File: config.mk
export PLATFORM = sky130hd
export DESIGN_NAME = soc_cluster
export DESIGN_NICKNAME = d
export VERILOG_FILES = /design/src/source/soc_pkg.sv /design/src/source/soc_cluster.sv
export SDC_FILE = /design/constraint.sdc
export NUM_CORES = 1
export LEC_CHECK = 0
export BUFFER_PORTS_ARGS = -buffer_cell sky130_fd_sc_hd__buf_2
export CORE_MARGIN = 1.5
export CORE_UTILIZATION = 58
export CTS_CLUSTER_SIZE = 28
export DETAILED_ROUTE_END_ITERATION = 8
export PLACE_DENSITY_LB_ADDON = 0.3
export SYNTH_ARGS = -nofsm -noshare
export SYNTH_HDL_FRONTEND = slang
export SYNTH_SLANG_ARGS = --single-unit
File: constraint.sdc
create_clock -name clk_i -period 10.1 [get_ports clk_i]
set_input_delay 1.515 -clock clk_i [delete_from_list [all_inputs] [get_ports clk_i]]
set_output_delay 1.515 -clock clk_i [all_outputs]
set_load 0.02 [all_outputs]
File: src/source/soc_pkg.sv
// **************************************************
// shared definitions of the reduced soc
// widths, address map, word types, fsm state enums
// **************************************************

package soc_pkg;

  // word address and data widths
  localparam int unsigned ADDR_W = 16;
  localparam int unsigned DATA_W = 32;

  typedef logic [DATA_W-1:0] word_t;
  typedef logic [ADDR_W-1:0] addr_t;

  // address bit 15 picks peripherals over l2
  localparam int unsigned PERIPH_BIT = 15;

  // l2 depth, only the low 8 address bits decode
  localparam int unsigned L2_WORDS = 256;

  // result slot of cluster 0, cluster i uses base plus i
  localparam logic [7:0] RESULT_BASE = 8'hF0;

  // peripheral register offsets
  localparam logic [PERIPH_BIT-1:0] PERIPH_SCRATCH_ADDR = PERIPH_BIT'(0);
  localparam logic [PERIPH_BIT-1:0] PERIPH_EOC_CNT_ADDR = PERIPH_BIT'(1);

  typedef enum logic [2:0] {
    IDLE,
    READ,
    WAIT,
    WRITE,
    DONE
  } cluster_state_e;

  typedef enum logic [1:0] {
    ARB,
    ISSUE,
    RESP
  } bus_state_e;

endpackage

File: src/source/soc_cluster.sv
// **************************************************
// compute cluster engine
// reads its l2 block, sums the words and writes
// the sum to its result slot, then pulses eoc
// **************************************************

`timescale 1ns/1ps

module soc_cluster import soc_pkg::*; #(
  parameter int unsigned CLUSTER_ID  = 0,
  parameter int unsigned BLOCK_WORDS = 8
) (
  input  logic  clk_i,
  input  logic  rst_n_i,

  input  logic  fetch_en_i,
  output logic  busy_o,
  output logic  eoc_o,

  output logic  req_valid_o,
  input  logic  req_ready_i,
  output addr_t req_addr_o,
  output logic  req_we_o,
  output word_t req_wdata_o,
  input  logic  rsp_valid_i,
  input  word_t rsp_rdata_i
);

  localparam int unsigned IDX_W = $clog2(BLOCK_WORDS + 1);

  // block and result slot of this cluster
  localparam addr_t BLOCK_BASE  = addr_t'(CLUSTER_ID * BLOCK_WORDS);
  localparam addr_t RESULT_ADDR = addr_t'(RESULT_BASE) + addr_t'(CLUSTER_ID);

  // index of the last read, and the index seen while the write is in flight
  localparam logic [IDX_W-1:0] LAST_IDX = IDX_W'(BLOCK_WORDS - 1);
  localparam logic [IDX_W-1:0] WR_IDX   = IDX_W'(BLOCK_WORDS);

  cluster_state_e   state_q, state_d;
  logic             fetch_q;
  logic             start;
  logic [IDX_W-1:0] idx_q, idx_d;
  word_t            acc_q, acc_d;

  // rising edge of fetch enable
  assign start = fetch_en_i & ~fetch_q;

  always_comb begin
    state_d = state_q;
    idx_d   = idx_q;
    acc_d   = acc_q;
    case (state_q)
      IDLE: begin
        if (start) begin
          state_d = READ;
          idx_d   = '0;
          acc_d   = '0;
        end
      end
      READ: begin
        if (req_ready_i) begin
          state_d = WAIT;
        end
      end
      WRITE: begin
        if (req_ready_i) begin
          state_d = WAIT;
        end
      end
      WAIT: begin
        if (rsp_valid_i) begin
          if (idx_q == WR_IDX) begin
            // write of the sum acknowledged
            state_d = DONE;
          end else begin
            acc_d   = acc_q + rsp_rdata_i;
            idx_d   = idx_q + 1'b1;
            state_d = (idx_q == LAST_IDX) ? WRITE : READ;
          end
        end
      end
      DONE: begin
        state_d = IDLE;
      end
      default: begin
        state_d = IDLE;
      end
    endcase
  end

  always_ff @(posedge clk_i or negedge rst_n_i) begin
    if (!rst_n_i) begin
      state_q <= IDLE;
      fetch_q <= 1'b0;
      idx_q   <= '0;
    end else begin
      state_q <= state_d;
      fetch_q <= fetch_en_i;
      idx_q   <= idx_d;
    end
  end

  // running sum of the block words
  always_ff @(posedge clk_i) begin
    acc_q <= acc_d;
  end

  assign busy_o = (state_q == READ) || (state_q == WAIT) || (state_q == WRITE);
  assign eoc_o  = (state_q == DONE);

  // request held stable by the state until accepted
  assign req_valid_o = (state_q == READ) || (state_q == WRITE);
  assign req_we_o    = (state_q == WRITE);
  assign req_addr_o  = (state_q == WRITE) ? RESULT_ADDR : BLOCK_BASE + addr_t'(idx_q);
  assign req_wdata_o = acc_q;

endmodule

==> qor.yml <==
status:
  status: "finished clean"
yosys:
  yosysWarnings: 0
  syn-cell-area_mm2: 0.00342
  avgSynthCellArea_um2: 8.77
  async_reset_ff_frac: 0.200
  seq_area_frac_synth: 0.339
  synth_edf_count: 32
  syn_inst: 390
  synthFlopType: "edfxtp_1"
  ys_types: 57
  yosys_register_bits: 40
final_layout:
  drive_gt1_frac: 0.220
  area_delta_synth_final_pct: 14.6
  fillers: 488
  instances_no_fill: 532
  final_nets: 530
  antenna_cells: 0
worst_setup_path:
  cp-start-kind: "input pin"
  path_cells: "buf_2 -> ha_1 -> fa_1 -> a21o_1 -> a31o_1 -> nand2_1 -> o211ai_1 -> o31ai_2 -> mux2_1 -> o311ai_1"
  crit_path_end_kind: "register"
  cp.arrival_ns: 3.64
  worst-path-max-fanout: 4
  worstSetupPathType: "input pin to register"
  critPathRequiredTime_ns: 10.22
  crit_path_max_incr_delay_ns: 0.42
  critical_path_buf_inv_count: 1
  cp_slowest_cell: "fa_1"
  cpLargestDelayFamily: "compound AO/OA/AOI/OAI gates"
flow_run:
  maxCapViolations: 0
routing:
  first_pass_iters: 6
  wl_per_cell_um: 14.8
  vias: 3127
  drt_wl_total_um: 7880
  drt_iter0_drc: 192
  vias_per_cell: 5.88
  final_antenna_net_count: 0
  drc: 0
timing:
  drv_slew: 0
  finalHoldViolCount: 0
  rsz0062_at_grt: "no"
  timing.final.crit_period_ns: 3.53
  relSlewSlack: 0.197
  fin_setup_tns_ns: 0
  fmax_ghz: 0.283
  worst_slew_pin_slew_ns: 1.20
  period_share: 0.349
  clock_skew_ns: 0.00554
  setup_violations: 0
  hold_slack_ns: 0.565
pwr:
  power_frac_clock: 0.125
  internal_power_uw: 565
  power.switching_uw: 507
  power_leakage_uw: 0.00176
  switching_share: 0.473
  power_frac_seq: 0.274
  powerDensity_mw_per_mm2: 274
  combPwrFrac: 0.601
  p_total_uw: 1070
  peakVddDrop_v: 0.000182
grt:
  grt_overflow: 0
  antenna_found_initial: 0
  grt_pass1_wl_um: 12600
  grt_max_degree: 39
  grt_usage: 0.252
  grt_pass1_vias: 2869
die:
  die_x_um: 79.8
  dieArea_mm2: 0.00637
  die_y_um: 79.8
  pin_count: 89
  core_area_mm2: 0.00561
  fp-row-count: 27
  start_util: 0.610
cts:
  root_buffer: "clkbuf_8"
  post_cts_resized: 0
  ctsLongestPathBuffers: 2
  clkTransAtPathRegs_ns: 0.08
  htreeDepth: 2
  clk-insertion-delay-late_ns: 0.30
  cts_tree: "done"
  cts_num_sinks: 40
  post-cts-setup-buffer-count: 0
  cts-hold-fix-buffers: 0
  numCtsBuffers: 5
placed_design:
  place_inst: 524
  detailed_place_hpwl_um: 6050
  place.gp.congestion: 0.899
  port_buffers: 80
hold_path:
  hold_class: "register to register"
==> Yosys cell counts, types with 2 or more instances <==
cell type   n  area, µm²
nor2_1     45        169
nand2_1    39        146
a21oi_1    35        175
ha_1       33        413
edfxtp_1   32        961
o21ai_0    21        105
nand3_1    17       85.1
a21o_1     12       90.1
buf_4      12       90.1
xor2_1     12        105
inv_1      11       41.3
clkbuf_1   10       37.5
xnor2_1    10       87.6
dfrtp_1     8        200
nor3_1      7       35.0
a211o_1     5       43.8
a211oi_1    5       37.5
and2_1      5       31.3
o211ai_1    5       37.5
o21ai_1     5       25.0
a31oi_1     4       25.0
and3_1      4       25.0
buf_2       4       20.0
nand4_1     4       25.0
nor2b_1     4       25.0
o21a_1      4       30.0
mux2i_1     3       30.0
nand2b_1    3       18.8
nor3b_1     2       15.0
o311ai_1    2       17.5
==> metrics by stage <==
step                 util  worst slack (ns)  instance area, µm²
floorplan               -              5.90                3450
global placement    0.679              6.31                3810
detailed placement  0.679              6.28                3810
CTS                 0.699              6.58                3920
global route        0.699              6.45                3920
finish              0.699              6.57                3920
==> area by class of cell <==
class | count | area (µm²) | area share
Clock buffer | 5 | 68.8 | 0.0175
Timing Repair Buffer | 81 | 408 | 0.104
Clock inverter | 3 | 42.5 | 0.0108
Tap cell | 72 | 90.1 | 0.0230
Inverter | 11 | 41.3 | 0.0105
Multi-Input combinational cell | 320 | 2110 | 0.538
Sequential cell | 40 | 1160 | 0.296
==> power by group through the flow <==
stage / Combinational, µW / Clock, µW / Sequential, µW
2_1_floorplan: 444 / 0 / 341
3_3_place_gp: 625 / 0 / 295
3_5_place_dp: 638 / 0 / 297
4_1_cts: 643 / 135 / 294
5_1_grt: 710 / 141 / 301
6_report: 645 / 134 / 294
==> registers in the layout, indices dropped and copies added (netlist names) <==
name and flops:
idx_q 4, state_q 3, req_wdata_o 32, fetch_q 1
==> per-layer routing <==
layer	share of wire	up-vias	GRT usage
li1	-	1549	-
met1	0.42	1460	0.303
met2	0.50	108	0.447
met3	0.066	10	0.0526
met4	0.012	0	0.0810
met5	0	-	0
==> path summary, 6_finish.rpt <==
| kind | cells past startpoint | slack [ns] | start | endpoint |
|---|---|---|---|---|
| setup / recovery | 10 | 6.57 | rsp_rdata_i[0] | req_wdata_o[28] |
| hold reg to reg | 1 | 0.57 | state_q[2] | state_q[1] |
| min in group asynchronous | 1 | 1.04 | rst_n_i | idx_q[1] |
| max in group asynchronous | 1 | 8.89 | rst_n_i | state_q[0] |
| setup reg to reg | 9 | 7.45 | req_wdata_o[0] | req_wdata_o[28] |
| hold / removal | 1 | 0.57 | state_q[2] | state_q[1] |
==> cells by family (layout without fill, tap and decap cells) <==
kind of cell	Yosys count	in the layout	share of synthesized area
xor+xnor	22	22	0.0563
fa+ha+maj	34	34	0.127
buf+inv	37	100	0.0552
other cells	1	8	0.00110
flops	40	40	0.339
simple gates	140	140	0.192
mux	4	4	0.0121
compound gates	112	112	0.218
==> cell usage in the layout (no fill, tap or decap), drive strengths merged, types with 7 or more instances in the layout <==
cell	count
edfxtp	32
and2	7
ha	33
nand3	17
o21ai	26
xor2	12
buf	81
xnor2	10
nand2	39
nor2	45
nor3	8
inv	11
conb	8
a21o	12
dfrtp	8
a21oi	36
No activity file was read; power rests on OpenSTA's default activity.
