==> src/source/soc_pkg.sv <==
// **************************************************
// shared definitions of the reduced soc
// widths, address map, word types, fsm state enums
// **************************************************

package soc_pkg;

  // word address and data widths
  localparam int unsigned ADDR_W = 16;
  localparam int unsigned DATA_W = 32;

  typedef logic [DATA_W-1:0] word_t;
  typedef logic [ADDR_W-1:0] addr_t;

  // address bit 15 picks peripherals over l2
  localparam int unsigned PERIPH_BIT = 15;

  // l2 depth, only the low 8 address bits decode
  localparam int unsigned L2_WORDS = 256;

  // result slot of cluster 0, cluster i uses base plus i
  localparam logic [7:0] RESULT_BASE = 8'hF0;

  // peripheral register offsets
  localparam logic [PERIPH_BIT-1:0] PERIPH_SCRATCH_ADDR = PERIPH_BIT'(0);
  localparam logic [PERIPH_BIT-1:0] PERIPH_EOC_CNT_ADDR = PERIPH_BIT'(1);

  typedef enum logic [2:0] {
    IDLE,
    READ,
    WAIT,
    WRITE,
    DONE
  } cluster_state_e;

  typedef enum logic [1:0] {
    ARB,
    ISSUE,
    RESP
  } bus_state_e;

endpackage

==> src/source/soc_bus.sv <==
// **************************************************
// soc bus, one transaction at a time
// round-robin arbiter over clusters and host,
// decode to l2 or peripherals on PERIPH_BIT
// **************************************************

`timescale 1ns/1ps

module soc_bus import soc_pkg::*; #(
  parameter int unsigned N_CLUSTERS = 2
) (
  input  logic                 clk_i,
  input  logic                 rst_n_i,

  // masters, host at index N_CLUSTERS
  input  logic  [N_CLUSTERS:0] mst_req_valid_i,
  output logic  [N_CLUSTERS:0] mst_req_ready_o,
  input  addr_t [N_CLUSTERS:0] mst_req_addr_i,
  input  logic  [N_CLUSTERS:0] mst_req_we_i,
  input  word_t [N_CLUSTERS:0] mst_req_wdata_i,
  output logic  [N_CLUSTERS:0] mst_rsp_valid_o,
  output word_t [N_CLUSTERS:0] mst_rsp_rdata_o,

  output logic                 l2_req_valid_o,
  output addr_t                l2_req_addr_o,
  output logic                 l2_req_we_o,
  output word_t                l2_req_wdata_o,
  input  logic                 l2_rsp_valid_i,
  input  word_t                l2_rsp_rdata_i,

  output logic                 per_req_valid_o,
  output addr_t                per_req_addr_o,
  output logic                 per_req_we_o,
  output word_t                per_req_wdata_o,
  input  logic                 per_rsp_valid_i,
  input  word_t                per_rsp_rdata_i
);

  localparam int unsigned N_MST = N_CLUSTERS + 1;
  localparam int unsigned GNT_W = $clog2(N_MST);

  bus_state_e       state_q, state_d;
  logic [GNT_W-1:0] grant_q, grant_d;
  logic             found;
  logic             fwd_q;
  addr_t            addr_q;
  logic             we_q;
  word_t            wdata_q;
  logic             per_sel;
  logic             slv_rsp_valid;
  word_t            slv_rsp_rdata;

  // round robin, search starts one after the last grant
  always_comb begin
    int unsigned idx;
    idx     = 0;
    found   = 1'b0;
    grant_d = grant_q;
    for (int unsigned i = 1; i <= N_MST; i++) begin
      idx = int'(grant_q) + i;
      if (idx >= N_MST) begin
        idx = idx - N_MST;
      end
      if (!found && mst_req_valid_i[idx]) begin
        found   = 1'b1;
        grant_d = GNT_W'(idx);
      end
    end
  end

  always_comb begin
    state_d = state_q;
    case (state_q)
      ARB:     state_d = found ? ISSUE : ARB;
      ISSUE:   state_d = RESP;
      RESP:    state_d = slv_rsp_valid ? ARB : RESP;
      default: state_d = ARB;
    endcase
  end

  always_ff @(posedge clk_i or negedge rst_n_i) begin
    if (!rst_n_i) begin
      state_q <= ARB;
      grant_q <= '0;
      fwd_q   <= 1'b0;
    end else begin
      state_q <= state_d;
      if ((state_q == ARB) && found) begin
        grant_q <= grant_d;
      end
      // slave sees the request for one cycle after ISSUE
      fwd_q <= (state_q == ISSUE);
    end
  end

  // capture the granted request
  always_ff @(posedge clk_i) begin
    if (state_q == ISSUE) begin
      addr_q  <= mst_req_addr_i[grant_q];
      we_q    <= mst_req_we_i[grant_q];
      wdata_q <= mst_req_wdata_i[grant_q];
    end
  end

  assign per_sel = addr_q[PERIPH_BIT];

  assign l2_req_valid_o  = fwd_q & ~per_sel;
  assign l2_req_addr_o   = addr_q;
  assign l2_req_we_o     = we_q;
  assign l2_req_wdata_o  = wdata_q;

  assign per_req_valid_o = fwd_q & per_sel;
  assign per_req_addr_o  = addr_q;
  assign per_req_we_o    = we_q;
  assign per_req_wdata_o = wdata_q;

  assign slv_rsp_valid = per_sel ? per_rsp_valid_i : l2_rsp_valid_i;
  assign slv_rsp_rdata = per_sel ? per_rsp_rdata_i : l2_rsp_rdata_i;

  always_comb begin
    mst_req_ready_o = '0;
    mst_rsp_valid_o = '0;
    if (state_q == ISSUE) begin
      mst_req_ready_o[grant_q] = 1'b1;
    end
    if (state_q == RESP) begin
      mst_rsp_valid_o[grant_q] = slv_rsp_valid;
    end
  end

  // read data goes to every master, only the granted one sees valid
  assign mst_rsp_rdata_o = {N_MST{slv_rsp_rdata}};

endmodule

==> config.mk <==
export PLATFORM = sky130hd
export DESIGN_NAME = soc_bus
export DESIGN_NICKNAME = d
export VERILOG_FILES = /design/src/source/soc_pkg.sv /design/src/source/soc_bus.sv
export SDC_FILE = /design/constraint.sdc
export NUM_CORES = 1
export LEC_CHECK = 0
export BUFFER_PORTS_ARGS = -buffer_cell sky130_fd_sc_hd__buf_2
export CORE_AREA = 3 3 162 164
export DETAILED_ROUTE_END_ITERATION = 10
export DIE_AREA = 0 0 165 167
export GPL_ROUTABILITY_DRIVEN = 0
export REMOVE_ABC_BUFFERS = 1
export SYNTH_ARGS = -nofsm -noshare
export SYNTH_HDL_FRONTEND = slang
export SYNTH_SLANG_ARGS = --single-unit
==> constraint.sdc <==
create_clock -name clk_i -period 4.2 [get_ports clk_i]
set_input_delay 0.84 -clock clk_i [delete_from_list [all_inputs] [get_ports clk_i]]
set_output_delay 0.84 -clock clk_i [all_outputs]
set_load 0.05 [all_outputs]
==> impl_results.md <==
* Clock transition at path regs at 80 ps
* Post-DP HPWL at 13300 microns
* FP Rows at 58
* Iteration-0 DRC Markers at 140
* Max-cap violation count at 0
* Clock Path Buffers at 2
* Compound-cell area share of the yosys netlist at 0.0903
* Leakage power at 2.99 nW
* Cell taking the most area after synthesis: edfxtp_1
* Worst Max-Slew Pin Slew at 857 ps
* R2r startpoint: grant_q[1]
* CTS buffer count at 5
* # resized after CTS at 0
* Drt first pass iters at 4
* Global-route wire length before repair at 21900 microns
* Avg Cell Area, Syn at 10.2 sq um
* CTS HTree Levels at 2
* Synth Cell Area at 4270 sq um
* Worst R2R Setup Slack at 2110 ps
* Crit share post-route at 0.663
* CTS tree: built
* Dominant cells by area after synthesis: edfxtp_1, buf_4, mux2i_1
* FF+latch count, synth at 54
* NumNets Final at 937
* Total wire length at 16000 microns
* Predominant post-synthesis flop cell: edfxtp_1
* Setup crit end: mst_req_ready_o[2]
* Worst R2R End: l2_req_wdata_o[17]
* Post-Synth Adder-Cell Area at 0.0117
* Synth Area in XOR/XNOR at 0
* Initial Util at 0.171
* Pwr dens at 959 nW/um^2
* Final hold vios at 0
* Share of cells above drive strength 1 at 0.668
* Largest net degree at the start of global routing at 55
* Crit-path max cell delay at 690 ps
* P&R area growth vs syn at 40.9%
* Post-CTS setup buffers at 0
* Largest family of logic cells by synthesized area: buffers and inverters
* Placed cell count at 1038
* Critical path launch point type: flip-flop
* Avg Vias per Cell at 3.76
* Pre-CTS setup slack at 1720 ps
* Achievable Freq at 359 MHz
* Async SR Flop Fraction at 0.0926
* Cells after Synth at 419
* Die area at 27600 sq um
* Synth Area in Simple Gates at 0.0818
* Worst path bufs/invs at 1
* Max-slew headroom at 0.428
* Die height at 167 microns
* Die width at 165 microns
* Final setup violation count at 0
* DRC at 0
* Vias in the first global route at 3696
* Period minus WS final at 2790 ps
* Design area at 6010 sq um
* Distinct cells, synth at 41
* Total grt overflow at 0
* Post-synth top area share at 0.345
* Clock skew at 6.44 ps
* Crit path DAT at 1950 ps
* GRT Total Usage at 0.106
* Via count at 3929
* # port buffers at 419
* Non-Filler Instances at 1046
* # hold bufs at CTS at 0
* Mux share of post-synthesis cell area at 0.208
* Cells along the critical path: nor2b_4, and2_1, buf_2
* Stages on worst setup path at 3
* Placed cell areas at 5850 sq um
* Worst min-delay path category: input pin to async pin
* RSZ-0062 raised after global routing: no
* IO Pins at 420
* CP max-delay cell: nor2b_4
* Clk Latency, worst-skew pair at 300 ps
* Crit-path max FO at 29
* Post-synthesis sequential area ratio at 0.374
* Final slew viol count at 0
* CTS Sinks at 54
* Worst setup margin at 1410 ps
* Status: finished, final reports clean
* Crit-path leading delay family: simple AND/OR/NAND/NOR gates
* Initial antenna violation count at 0
* Max rail drop VDD at 0.000635 V
* Ant diodes at 0
* CP required at 3360 ps
* Ys Warns at 0
* Core area at 25000 sq um
* Worst setup EP type: output port
* Routed wire per std cell at 15.3 microns
* CP Class: flip-flop to output port
* Root Driver: clkbuf_16
* Post-DRT Antenna Nets at 0
* R2R depth at 3
* Crit path launch: state_q[1]
* EDFF count, synth at 49
-- state kept, by name (all words and copies together), names as in the netlist --
name / cells
l2_req_wdata_o: 32
l2_req_addr_o: 16
grant_q: 2
state_q: 2
fwd_q: 1
l2_req_we_o: 1
-- per-layer routing --
layer | up-vias | share of wire | GRT usage
met5 | - | 0 | 0
met4 | 0 | 0.012 | 0.0263
met3 | 14 | 0.072 | 0.0152
met2 | 220 | 0.53 | 0.201
met1 | 1760 | 0.39 | 0.123
li1 | 1935 | - | -
-- synth_stat cells, types with 2 or more instances --
| library cell | n |
|---|---|
| dfrtp_1 | 5 |
| nand2_1 | 50 |
| inv_2 | 2 |
| mux2_2 | 32 |
| clkbuf_1 | 5 |
| nor2_1 | 3 |
| o21ai_1 | 8 |
| ha_1 | 4 |
| buf_2 | 9 |
| o21ai_0 | 41 |
| edfxtp_1 | 49 |
| nor2b_1 | 3 |
| and2_1 | 8 |
| mux2i_1 | 51 |
| nand2b_1 | 2 |
| inv_1 | 2 |
| buf_4 | 117 |
| buf_6 | 4 |
| a21boi_1 | 2 |
-- placed cells by master (no fill, tap or decap), types with 2 or more instances in the layout --
master / n
buf_4: 5
inv_2: 2
mux2i_1: 51
nand2_1: 50
o21ai_0: 41
edfxtp_1: 49
a21boi_1: 2
ha_1: 4
buf_2: 419
nor2_1: 3
nor2b_1: 2
inv_1: 2
mux2_2: 32
clkbuf_16: 5
dfrtp_1: 3
nand2b_1: 2
o21ai_1: 8
and2_1: 8
-- worst min path at each step --
stage	to	slack, ps
6_report	state_q[1]	340
3_5_place_dp	grant_q[0]	590
3_3_place_gp	grant_q[0]	580
2_1_floorplan	fwd_q	540
4_1_cts	state_q[1]	330
5_1_grt	state_q[1]	340
-- cell families after synthesis --
group           after synthesis
flops                        54
fa+ha+maj                     4
simple gates                 74
mux                          84
buf+inv                     139
compound gates               64
-- stage by stage --
stage | power [mW] | utilization | hold WS [ps] | TNS, ps
2_1_floorplan | 4.27 | - | 544 | -200
3_3_place_gp | 5.35 | 0.234 | 581 | 0
3_5_place_dp | 5.37 | 0.234 | 591 | 0
4_1_cts | 5.88 | 0.240 | 330 | 0
5_1_grt | 6.10 | 0.240 | 340 | 0
6_report | 5.77 | 0.240 | 341 | 0
-- area by class of cell --
type / instances / area (sq um)
Timing Repair Buffer: 424 / 2130
Tap cell: 330 / 413
Sequential cell: 54 / 1600
Multi-Input combinational cell: 226 / 1680
Inverter: 4 / 15.0
Clock buffer: 6 / 129
Clock inverter: 2 / 37.5
Fill cell: 2714 / 19000
-- where the power goes --
| part | total [mW] | switching, mW | internal [mW] |
|---|---|---|---|
| combinational | 4.19 | 3.21 | 0.979 |
| clock | 0.486 | 0.204 | 0.282 |
| sequential | 1.09 | 0.149 | 0.941 |
| total | 5.77 | 3.57 | 2.20 |
Power figures use the tool's default switching activity.
