`config.mk`:
```
export PLATFORM = sky130hd
export DESIGN_NAME = soc_periph
export DESIGN_NICKNAME = d
export VERILOG_FILES = /design/src/source/soc_pkg.sv /design/src/source/soc_periph.sv
export SDC_FILE = /design/constraint.sdc
export NUM_CORES = 1
export LEC_CHECK = 0
export CORE_MARGIN = 5
export CORE_UTILIZATION = 40
export CTS_CLUSTER_SIZE = 16
export DETAILED_ROUTE_END_ITERATION = 7
export DONT_BUFFER_PORTS = 1
export GPL_ROUTABILITY_DRIVEN = 0
export GPL_TIMING_DRIVEN = 0
export SETUP_SLACK_MARGIN = 0.5
export SLEW_MARGIN = 20
export SYNTH_ARGS = -nofsm -noshare
export SYNTH_HDL_FRONTEND = slang
export SYNTH_SLANG_ARGS = --single-unit
```
`constraint.sdc`:
```
create_clock -name clk_i -period 5 [get_ports clk_i]
set_clock_uncertainty 0.1 [all_clocks]
set_input_delay 0.5 -clock clk_i [delete_from_list [all_inputs] [get_ports clk_i]]
set_output_delay 0.5 -clock clk_i [all_outputs]
set_load 0.02 [all_outputs]
```
`src/source/soc_pkg.sv`:
```
// **************************************************
// shared definitions of the reduced soc
// widths, address map, word types, fsm state enums
// **************************************************

package soc_pkg;

  // word address and data widths
  localparam int unsigned ADDR_W = 16;
  localparam int unsigned DATA_W = 32;

  typedef logic [DATA_W-1:0] word_t;
  typedef logic [ADDR_W-1:0] addr_t;

  // address bit 15 picks peripherals over l2
  localparam int unsigned PERIPH_BIT = 15;

  // l2 depth, only the low 8 address bits decode
  localparam int unsigned L2_WORDS = 256;

  // result slot of cluster 0, cluster i uses base plus i
  localparam logic [7:0] RESULT_BASE = 8'hF0;

  // peripheral register offsets
  localparam logic [PERIPH_BIT-1:0] PERIPH_SCRATCH_ADDR = PERIPH_BIT'(0);
  localparam logic [PERIPH_BIT-1:0] PERIPH_EOC_CNT_ADDR = PERIPH_BIT'(1);

  typedef enum logic [2:0] {
    IDLE,
    READ,
    WAIT,
    WRITE,
    DONE
  } cluster_state_e;

  typedef enum logic [1:0] {
    ARB,
    ISSUE,
    RESP
  } bus_state_e;

endpackage

```
`src/source/soc_periph.sv`:
```
// **************************************************
// soc peripherals
// scratch register and eoc event counter
// **************************************************

`timescale 1ns/1ps

module soc_periph import soc_pkg::*; #(
  parameter int unsigned N_CLUSTERS = 2
) (
  input  logic                  clk_i,
  input  logic                  rst_n_i,
  input  logic                  req_valid_i,
  input  addr_t                 req_addr_i,
  input  logic                  req_we_i,
  input  word_t                 req_wdata_i,
  output logic                  rsp_valid_o,
  output word_t                 rsp_rdata_o,
  input  logic [N_CLUSTERS-1:0] eoc_i
);

  logic [PERIPH_BIT-1:0] offset;
  word_t                 scratch_q;
  word_t                 eoc_cnt_q;
  word_t                 eoc_inc;
  word_t                 rd_data;

  assign offset = req_addr_i[PERIPH_BIT-1:0];

  // number of eoc pulses this cycle
  always_comb begin
    eoc_inc = '0;
    for (int unsigned i = 0; i < N_CLUSTERS; i++) begin
      eoc_inc = eoc_inc + word_t'(eoc_i[i]);
    end
  end

  always_comb begin
    case (offset)
      PERIPH_SCRATCH_ADDR: rd_data = scratch_q;
      PERIPH_EOC_CNT_ADDR: rd_data = eoc_cnt_q;
      default:             rd_data = '0;
    endcase
  end

  always_ff @(posedge clk_i or negedge rst_n_i) begin
    if (!rst_n_i) begin
      scratch_q   <= '0;
      eoc_cnt_q   <= '0;
      rsp_valid_o <= 1'b0;
    end else begin
      rsp_valid_o <= req_valid_i;
      eoc_cnt_q   <= eoc_cnt_q + eoc_inc;
      // counter is read-only, writes elsewhere are dropped
      if (req_valid_i && req_we_i && (offset == PERIPH_SCRATCH_ADDR)) begin
        scratch_q <= req_wdata_i;
      end
    end
  end

  always_ff @(posedge clk_i) begin
    if (req_valid_i && !req_we_i) begin
      rsp_rdata_o <= rd_data;
    end
  end

endmodule

```
==> key figures, run 1 <==
Clock network
  • Clk sinks: 97
  • CTS tree: done
  • Clock buffer depth: 2
  • Worst skew pair latency: 0.36 ns
  • CTS HTree Levels: 3
  • Root Driver: clkbuf_8
  • Post-CTS Setup Bufs: 0
  • CTS Buf Count: 9
  • Worst-path clk slew: 0.10 ns

Pwr
  • Pwr per Cell Area: 340.9 nW/um^2
  • Comb pwr share: 7.6%
  • Switch share: 25.87%
  • Switching power: 405.3 uW
  • Internal: 1161 uW
  • Worst IR Drop VDD: 120.4 uV
  • Static Leak: 0.001978 uW
  • Sequential fraction of design power: 58.7%
  • Power, Total: 1567 uW
  • Clk network pwr share: 33.7%

Yosys
  • Mean area per synthesized cell: 13.69 sq um
  • Sequential area share after synthesis: 62.36%
  • Synth Register Bits: 97
  • Ys Warns: 0
  • Synth top area share: 39.20%
  • Most used DFF post-synth: dfrtp_1
  • Mapped Nets: 359
  • Dominant cells by area after synthesis: dfrtp_1 (39%), edfxtp_1 (23%), mux2_2 (8.1%)
  • Yosys top cell by area: dfrtp_1
  • Mapped Cells: 303
  • Post-synth cell types: 26
  • Post-synth EDFFs: 32
  • Fraction of registers with async set/reset: 67.01%
  • Mapped cell area: 4149 sq um

Outcome
  • Status: finished, final reports clean

Global routing
  • First-pass GRT wire length: 13650 um
  • Pin count of the biggest net entering global routing: 66
  • Vias in the first global route: 2440
  • Most Crowded Layer GR: met2
  • Total track usage: 14.34%
  • Total gr overflow: 0
  • Met3 Use GR: 5.543%
  • Met2 Usage GRT: 22.46%
  • Initial antenna violation count: 0
  • Met1 Resource Use GR: 18.58%

Route
  • DR pass1 iterations: 4
  • Vias: 2319
  • DR iter-0 viols: 111
  • DRC viols: 0
  • Routed wire length: 8648 um
  • Routed wire length per instance: 18.88 um
  • Vias per cell: 5.063
  • Post-DRT Antenna Nets: 0

Floorplan
  • Die area: 12510 sq um
  • Initial Util: 40.55%
  • # rows: 37
  • Boundary pin count: 87
  • Die H: 111.8 um
  • Core ar.: 10230 sq um
  • Die W: 111.8 um

Critical path
  • Crit-path leading delay family: simple AND/OR/NAND/NOR gates
  • Worst R2R Path Depth: 8
  • R2r startpoint: eoc_cnt_q[0]
  • CP dominant cell by count: inv_1
  • Bufs and invs on worst path: 2
  • Crit Path Category: reg -> reg
  • Max Fanout on Critical Path: 8
  • CP required: 5.15 ns
  • CP endpoint kind: flip-flop
  • Cells along the critical path: inv_1 > fa_1 > inv_1 > ha_1 > nand3_1 > nor4_4 > nand4_1 > xnor2_1
  • Flop2flop setup slack: 2.62 ns
  • RR Endpoint: eoc_cnt_q[28]
  • Biggest cell delay along the critical path: 0.53 ns
  • Slowest CP cell: nor4_4
  • CP startpoint kind: flip-flop
  • WP data arrival: 2.53 ns

Hold path
  • Worst hold stages: 0
  • WHS Endpoint: rsp_valid_o
  • Hold Path Class: in -> reg
  • Hold path startpoint: req_valid_i

Cells and area
  • Share of post-route cells with drive strength above 1: 17.39%
  • Core Util, Final: 44.92%
  • Nets: 373
  • Fin cells: 458
  • Antenna Cells: 0
  • Multi-input gate area: 1486 sq um
  • Final instance area: 4596 sq um
  • FILL cells: 911
  • Area grow syn2layout: 10.77%
  • Sequential cell area: 2587 sq um

Flow run
  • Max-cap violations: 0

Timing
  • Fin crit share: 47.67%
  • RSZ-0062 raised after global routing: no
  • FMAX: 419.6 MHz
  • Final-report setup violation count: 0
  • Final Slew Violations: 0
  • Slew headroom: 40.23%
  • Measured slew at the worst slew-check pin: 0.8965 ns
  • Fin crit period: 2.383 ns
  • Setup TNS: 0 ns
  • Final Hold Viols: 0

Placement
  • HPWL Detailed: 5958 um
  • DP Area: 4354 sq um
  • Inst Count DP: 440
  • IO Port Bufs: 0
## sequential cells by signal, indices dropped and copies added (netlist names)
| name | cells |
|---|---|
| eoc_cnt_q | 32 |
| rsp_rdata_o | 32 |
| scratch_q | 32 |
| rsp_valid_o | 1 |
## Yosys cell counts (5+ instances only)
cell	count
mux2_2	30
nand4_1	10
dfrtp_1	65
clkbuf_1	7
inv_1	6
nor2_1	38
edfxtp_1	32
nand2_1	11
xnor2_1	25
xor2_1	5
mux2i_1	32
nand3_1	15
## cell families (layout without fill, tap and decap cells)
| kind of cell | after synthesis | count (layout) | share of synthesized area, % |
|---|---|---|---|
| XOR/XNOR | 30 | 30 | 6.333 |
| adder cells (fa/ha/maj) | 2 | 2 | 0.7840 |
| buffers and inverters | 16 | 35 | 1.990 |
| flip-flops | 97 | 97 | 62.36 |
| multiplexers | 64 | 64 | 16.41 |
| AND/OR/NAND/NOR | 94 | 94 | 12.12 |
## cells in the final DEF, fill, tap and decap left out, types with 5 or more instances in the layout
cell type	instances
dfrtp_1	65
nor2_1	38
mux2i_1	32
edfxtp_1	32
mux2_2	30
xnor2_1	25
nand3_1	15
nand2_1	11
nand4_1	10
clkbuf_8	10
clkbuf_1	7
inv_1	6
xor2_1	5
## worst max path at each step
stage,slack [ns],start,endpoint,depth (start not counted)
6_report,2.62,eoc_cnt_q[0],eoc_cnt_q[28],8
4_1_cts,2.58,eoc_cnt_q[0],eoc_cnt_q[28],8
3_5_place_dp,2.40,eoc_i[0],eoc_cnt_q[24],8
2_1_floorplan,2.52,req_we_i,rsp_rdata_o[0],1
3_3_place_gp,1.67,req_we_i,rsp_rdata_o[24],1
5_1_grt,2.40,eoc_cnt_q[0],eoc_cnt_q[28],8
## final cells by class
class                   instances  share of cell area (%)
multi-input cells             190                   32.34
clock inverters                 6                   1.443
inverters                       6                  0.4901
clock buffers                  10                   2.995
repair buffers                  3                   1.416
flip-flops and latches         97                   56.30
well taps                     136                   3.703
plain buffers                  10                   1.307
## per-layer routing
layer	part of all wire (%)	vias up
li1	-	1105
met1	44	1147
met2	49	59
met3	6.6	8
met4	1.2	0
met5	0	-
## stage by stage
stage / hold slack (ns) / worst slack, ns
final: 0.06469 / 2.617
after global routing: 0.03534 / 2.395
after CTS: 0.04548 / 2.579
after detailed placement: 0.1069 / 2.399
after global placement: 0.1075 / 1.673
after floorplan: 0.1044 / 2.522
## power groups by stage
| stage | sequential [uW] | clock, uW | combinational (uW) |
|---|---|---|---|
| final | 920 | 528 | 118 |
| after global routing | 930 | 574 | 136 |
| after CTS | 921 | 542 | 123 |
| after detailed placement | 938 | 0 | 107 |
| after global placement | 936 | 0 | 101 |
| after floorplan | 922 | 0 | 86.8 |
## what timing repair did
action                                  CTS  global route
hold endpoints to repair                 65             0
endpoints found under the setup margin    0             0
hold buffers                              2             0
gates resized for setup                   0             0
No activity file was read; power rests on OpenSTA's default activity.
==> run 2, diff against run 1 <==
--- a/config.mk
+++ b/config.mk
@@ -5,6 +5,7 @@
 export SDC_FILE = /design/constraint.sdc
 export NUM_CORES = 1
 export LEC_CHECK = 0
+export ABC_AREA = 1
 export CORE_MARGIN = 5
 export CORE_UTILIZATION = 40
 export CTS_CLUSTER_SIZE = 16
==> constraint.sdc (replaced) <==
create_clock -name clk_i -period 2.3 [get_ports clk_i]
set_clock_uncertainty 0.1 [all_clocks]
set_input_delay 0.23 -clock clk_i [delete_from_list [all_inputs] [get_ports clk_i]]
set_output_delay 0.23 -clock clk_i [all_outputs]
set_load 0.02 [all_outputs]
==> run 2 against run 1 <==
Net effect: the flow now finishes with violations (negative hold slack); cell area up 22%; synthesized cell count up 76%; combinational power rose to 3.0 times the previous value; first-iteration DRC count up 43%; power up 140%; worst setup slack worse by 2.2 ns; non-clock buffer count up 54; area after synthesis up 12%; utilization up 4.1 points; critical path type unchanged; largest cell class unchanged.
==> key figures, run 2 <==
Outcome
  • Status: complete, but fails checks
  • Failing checks: negative hold slack

Timing
  • Final Hold Viols: 65 (+65)
  • Final WS setup: 0.4640 ns (-2.153 ns)
  • RSZ-0062 raised after global routing: yes
  • FMAX: 544.7 MHz (+30%)
  • Measured slew at the worst slew-check pin: 0.5186 ns (-0.3779 ns)
  • Final-report setup violation count: 0 (unchanged)
  • Final Slew Violations: 0 (unchanged)
  • Fin crit period: 1.836 ns (-0.5474 ns)
  • Fin crit share: 79.83% (+32 points)
  • Worst hold slack: -0.5215 ns (-0.5862 ns)
  • Setup TNS: 0 ns (unchanged)
  • Slew headroom: 65.34% (+25 points)

Yosys
  • Mean area per synthesized cell: 8.737 sq um (-36%)
  • Yosys top cell by area: dfrtp_1
  • Most frequent cells after synthesis: nand2_1 (194), nand3_1 (73), dfrtp_1 (65), nor2_1 (42), nand4_1 (34)
  • Mapped Cells: 532 (+76%)
  • Ys Warns: 0 (unchanged)
  • Post-synth EDFFs: 32 (unchanged)
  • Synth top area share: 34.99% (-4.2 points)
  • Cell with the most instances after synthesis: nand2_1
  • Sequential area share after synthesis: 55.67% (-6.7 points)
  • Most used DFF post-synth: dfrtp_1
  • Mapped cell area: 4648 sq um (+12%)
  • Fraction of registers with async set/reset: 67.01% (unchanged)
  • Post-synth cell types: 19 (-27%)
  • Synth Register Bits: 97 (unchanged)
  • Mapped Nets: 588 (+64%)
  • Dominant cells by area after synthesis: dfrtp_1 (35%), edfxtp_1 (21%), nand2_1 (16%)

Pwr
  • Static Leak: 0.002644 uW (+34%)
  • Worst IR Drop VDD: 376.6 uV (+210%)
  • Pwr per Cell Area: 682.6 nW/um^2 (+100%)

Cells and area
  • Area grow syn2layout: 20.32%
  • Commonest non-fill, non-tap cell in the layout: nand2_1
  • Most frequent cells in the layout: nand2_1 (191), nand3_1 (73), dfrtp_1 (65)
  • Core Util, Final: 48.98% (+4.1 points)
  • Antenna Cells: 0 (unchanged)
  • Nets: 640 (+72%)
  • Share of post-route cells with drive strength above 1: 11.04% (-6.4 points)
  • Largest regs: eoc_cnt_q: 32 flops, rsp_rdata_o: 32 flops, scratch_q: 32 flops
  • Fin cells: 732 (+60%)

Floorplan
  • Die W: 117.8 um (+5.3%)
  • Core ar.: 11420 sq um (+12%)
  • Die area: 13880 sq um (+11%)
  • Die H: 117.8 um (+5.3%)
  • # rows: 39 (+5.4%)
  • Initial Util: 40.71% (+0.16 points)
  • Boundary pin count: 87 (unchanged)

Global routing
  • Initial antenna violation count: 0 (unchanged)
  • Total track usage: 17.24% (+2.9 points)
  • Pin count of the biggest net entering global routing: 66 (unchanged)
  • Total gr overflow: 0 (unchanged)
  • First-pass GRT wire length: 19040 um (+40%)
  • Vias in the first global route: 3686 (+51%)

Route
  • Post-DRT Antenna Nets: 0 (unchanged)
  • DR pass1 iterations: 4 (unchanged)
  • Routed wire length: 11870 um (+37%)
  • Routed wire length per instance: 16.22 um (-14%)
  • DR iter-0 viols: 159 (+43%)
  • DRC viols: 0 (unchanged)
  • Vias: 3707 (+60%)
  • Vias per cell: 5.064 (about the same)

Clock network
  • CTS Buf Count: 9 (unchanged)
  • Hold-fix buffers, CTS: 33 (+31)
  • Worst skew pair latency: 0.35 ns (about the same)
  • CTS tree: done
  • CTS HTree Levels: 3 (unchanged)
  • Clk sinks: 97 (unchanged)
  • Root Driver: clkbuf_16
  • Clock buffer depth: 2 (unchanged)
  • Worst-path clk slew: 0.06 ns (-0.04 ns)

Critical path
  • Cells along the critical path: inv_2 > fa_2 > inv_2 > ha_4 > nand2_4 > nor2_4 > nand2_2 > nor2_4 > nand2_1 > nand2_1 > nand2_1
  • RR Endpoint: eoc_cnt_q[22]
  • Worst R2R Path Depth: 11 (+3)
  • Bufs and invs on worst path: 2 (unchanged)
  • Crit. path cell count: 11 (+3)
  • CP dominant cell by count: nand2_1
  • WP data arrival: 1.98 ns (-0.55 ns)
  • Crit Path Category: reg -> reg
  • CP endpoint kind: flip-flop
  • R2r startpoint: eoc_cnt_q[0]
  • Slowest CP cell: dfrtp_1
  • CP required: 2.44 ns (-2.71 ns)
  • Crit-path leading delay family: simple AND/OR/NAND/NOR gates
  • Biggest cell delay along the critical path: 0.37 ns (-0.16 ns)
  • Max Fanout on Critical Path: 5 (-3)
  • CP startpoint kind: flip-flop
  • Flop2flop setup slack: 0.46 ns (-2.15 ns)

Placement
  • Pre-CTS worst setup slack: 0.2452 ns (-2.153 ns)
  • HPWL Detailed: 8793 um (+48%)
  • Inst Count DP: 676 (+54%)
  • IO Port Bufs: 0 (unchanged)

Hold path
  • Hold Path Class: in -> async

Flow run
  • Max-cap violations: 0 (unchanged)
[run 2: changes by cell type after synthesis, sizes merged, moves of 4 or more]
| cell | before | now |
|---|---|---|
| xor2 | 5 | 11 |
| mux2 | 32 | 0 |
| and4 | 4 | 0 |
| buf | 3 | 23 |
| inv | 6 | 28 |
| nand4 | 11 | 34 |
| nand3 | 15 | 73 |
| nand3b | 1 | 8 |
| clkbuf | 7 | 3 |
| xnor2 | 25 | 4 |
| mux2i | 32 | 0 |
| nor4 | 6 | 0 |
| nor2 | 38 | 53 |
| nand2 | 11 | 196 |
[run 2: cells by family (layout without fill, tap and decap cells)]
kind of cell,count (synthesis),count (layout),synth area share [%]
XOR/XNOR,15,15,2.826
adder cells (fa/ha/maj),2,2,0.6998
buffers and inverters,54,111,5.410
AND/OR/NAND/NOR,364,364,35.40
flip-flops,97,97,55.67
[run 2: worst register-to-register path, stage by stage (launching register included)]
cell     delay, ns
dfrtp_1       0.37
inv_2         0.04
fa_2          0.34
inv_2         0.08
ha_4          0.14
nand2_4       0.05
nor2_4        0.17
nand2_2       0.11
nor2_4        0.16
nand2_1       0.07
nand2_1       0.06
nand2_1       0.05
[run 2: area by class of cell]
type	count	area (sq um)
fillers	1121	5826
flip-flops and latches	97	2587
multi-input cells	381	1869
repair buffers	41	414.1
clock buffers	13	270.3
well taps	143	178.9
plain buffers	26	146.4
inverters	28	105.1
clock inverters	3	21.27
[run 2: through the flow]
step                instance area [sq um]  total power (uW)  hold WS, ns
floorplan                            4658              2169      -0.1656
global placement                     4837              2222      -0.1618
detailed placement                   4870              2239      -0.1615
CTS                                  5557              3809      -0.5380
global route                         5593              3999      -0.5468
finish                               5593              3818      -0.5215
[run 2: how the worst max path moves through the flow]
stage	from	end	slack, ns
after floorplan	eoc_cnt_q[0]	eoc_cnt_q[30]	0.48
after global placement	req_valid_i	rsp_rdata_o[27]	0.28
after detailed placement	eoc_cnt_q[0]	eoc_cnt_q[22]	0.25
after CTS	eoc_cnt_q[0]	eoc_cnt_q[20]	0.45
after global routing	eoc_cnt_q[0]	eoc_cnt_q[22]	0.37
final	eoc_cnt_q[0]	eoc_cnt_q[22]	0.46
[run 2: power breakdown]
| group | total, uW | internal [uW] | switching, uW | leakage, uW |
|---|---|---|---|---|
| Clock | 1460 | 825 | 631 | 0.000147 |
| Sequential | 2000 | 1880 | 129 | 0.00120 |
| Combinational | 357 | 188 | 169 | 0.00129 |
| Total | 3820 | 2890 | 929 | 0.00264 |
[run 2: routing by layer]
| layer | wire (um) | global-route usage (%) |
|---|---|---|
| met5 | 0 | 0 |
| met4 | 170 | 4.946 |
| met3 | 642 | 4.277 |
| met2 | 5764 | 28.47 |
| met1 | 5296 | 22.55 |
[run 2: timing repair]
| item | CTS | global route |
|---|---|---|
| endpoints found under the hold margin | 98 | 65 |
| resized for setup | 8 | 5 |
| pin swaps | 9 | 11 |
| setup buffers | 5 | 2 |
| setup endpoints to repair | 13 | 24 |
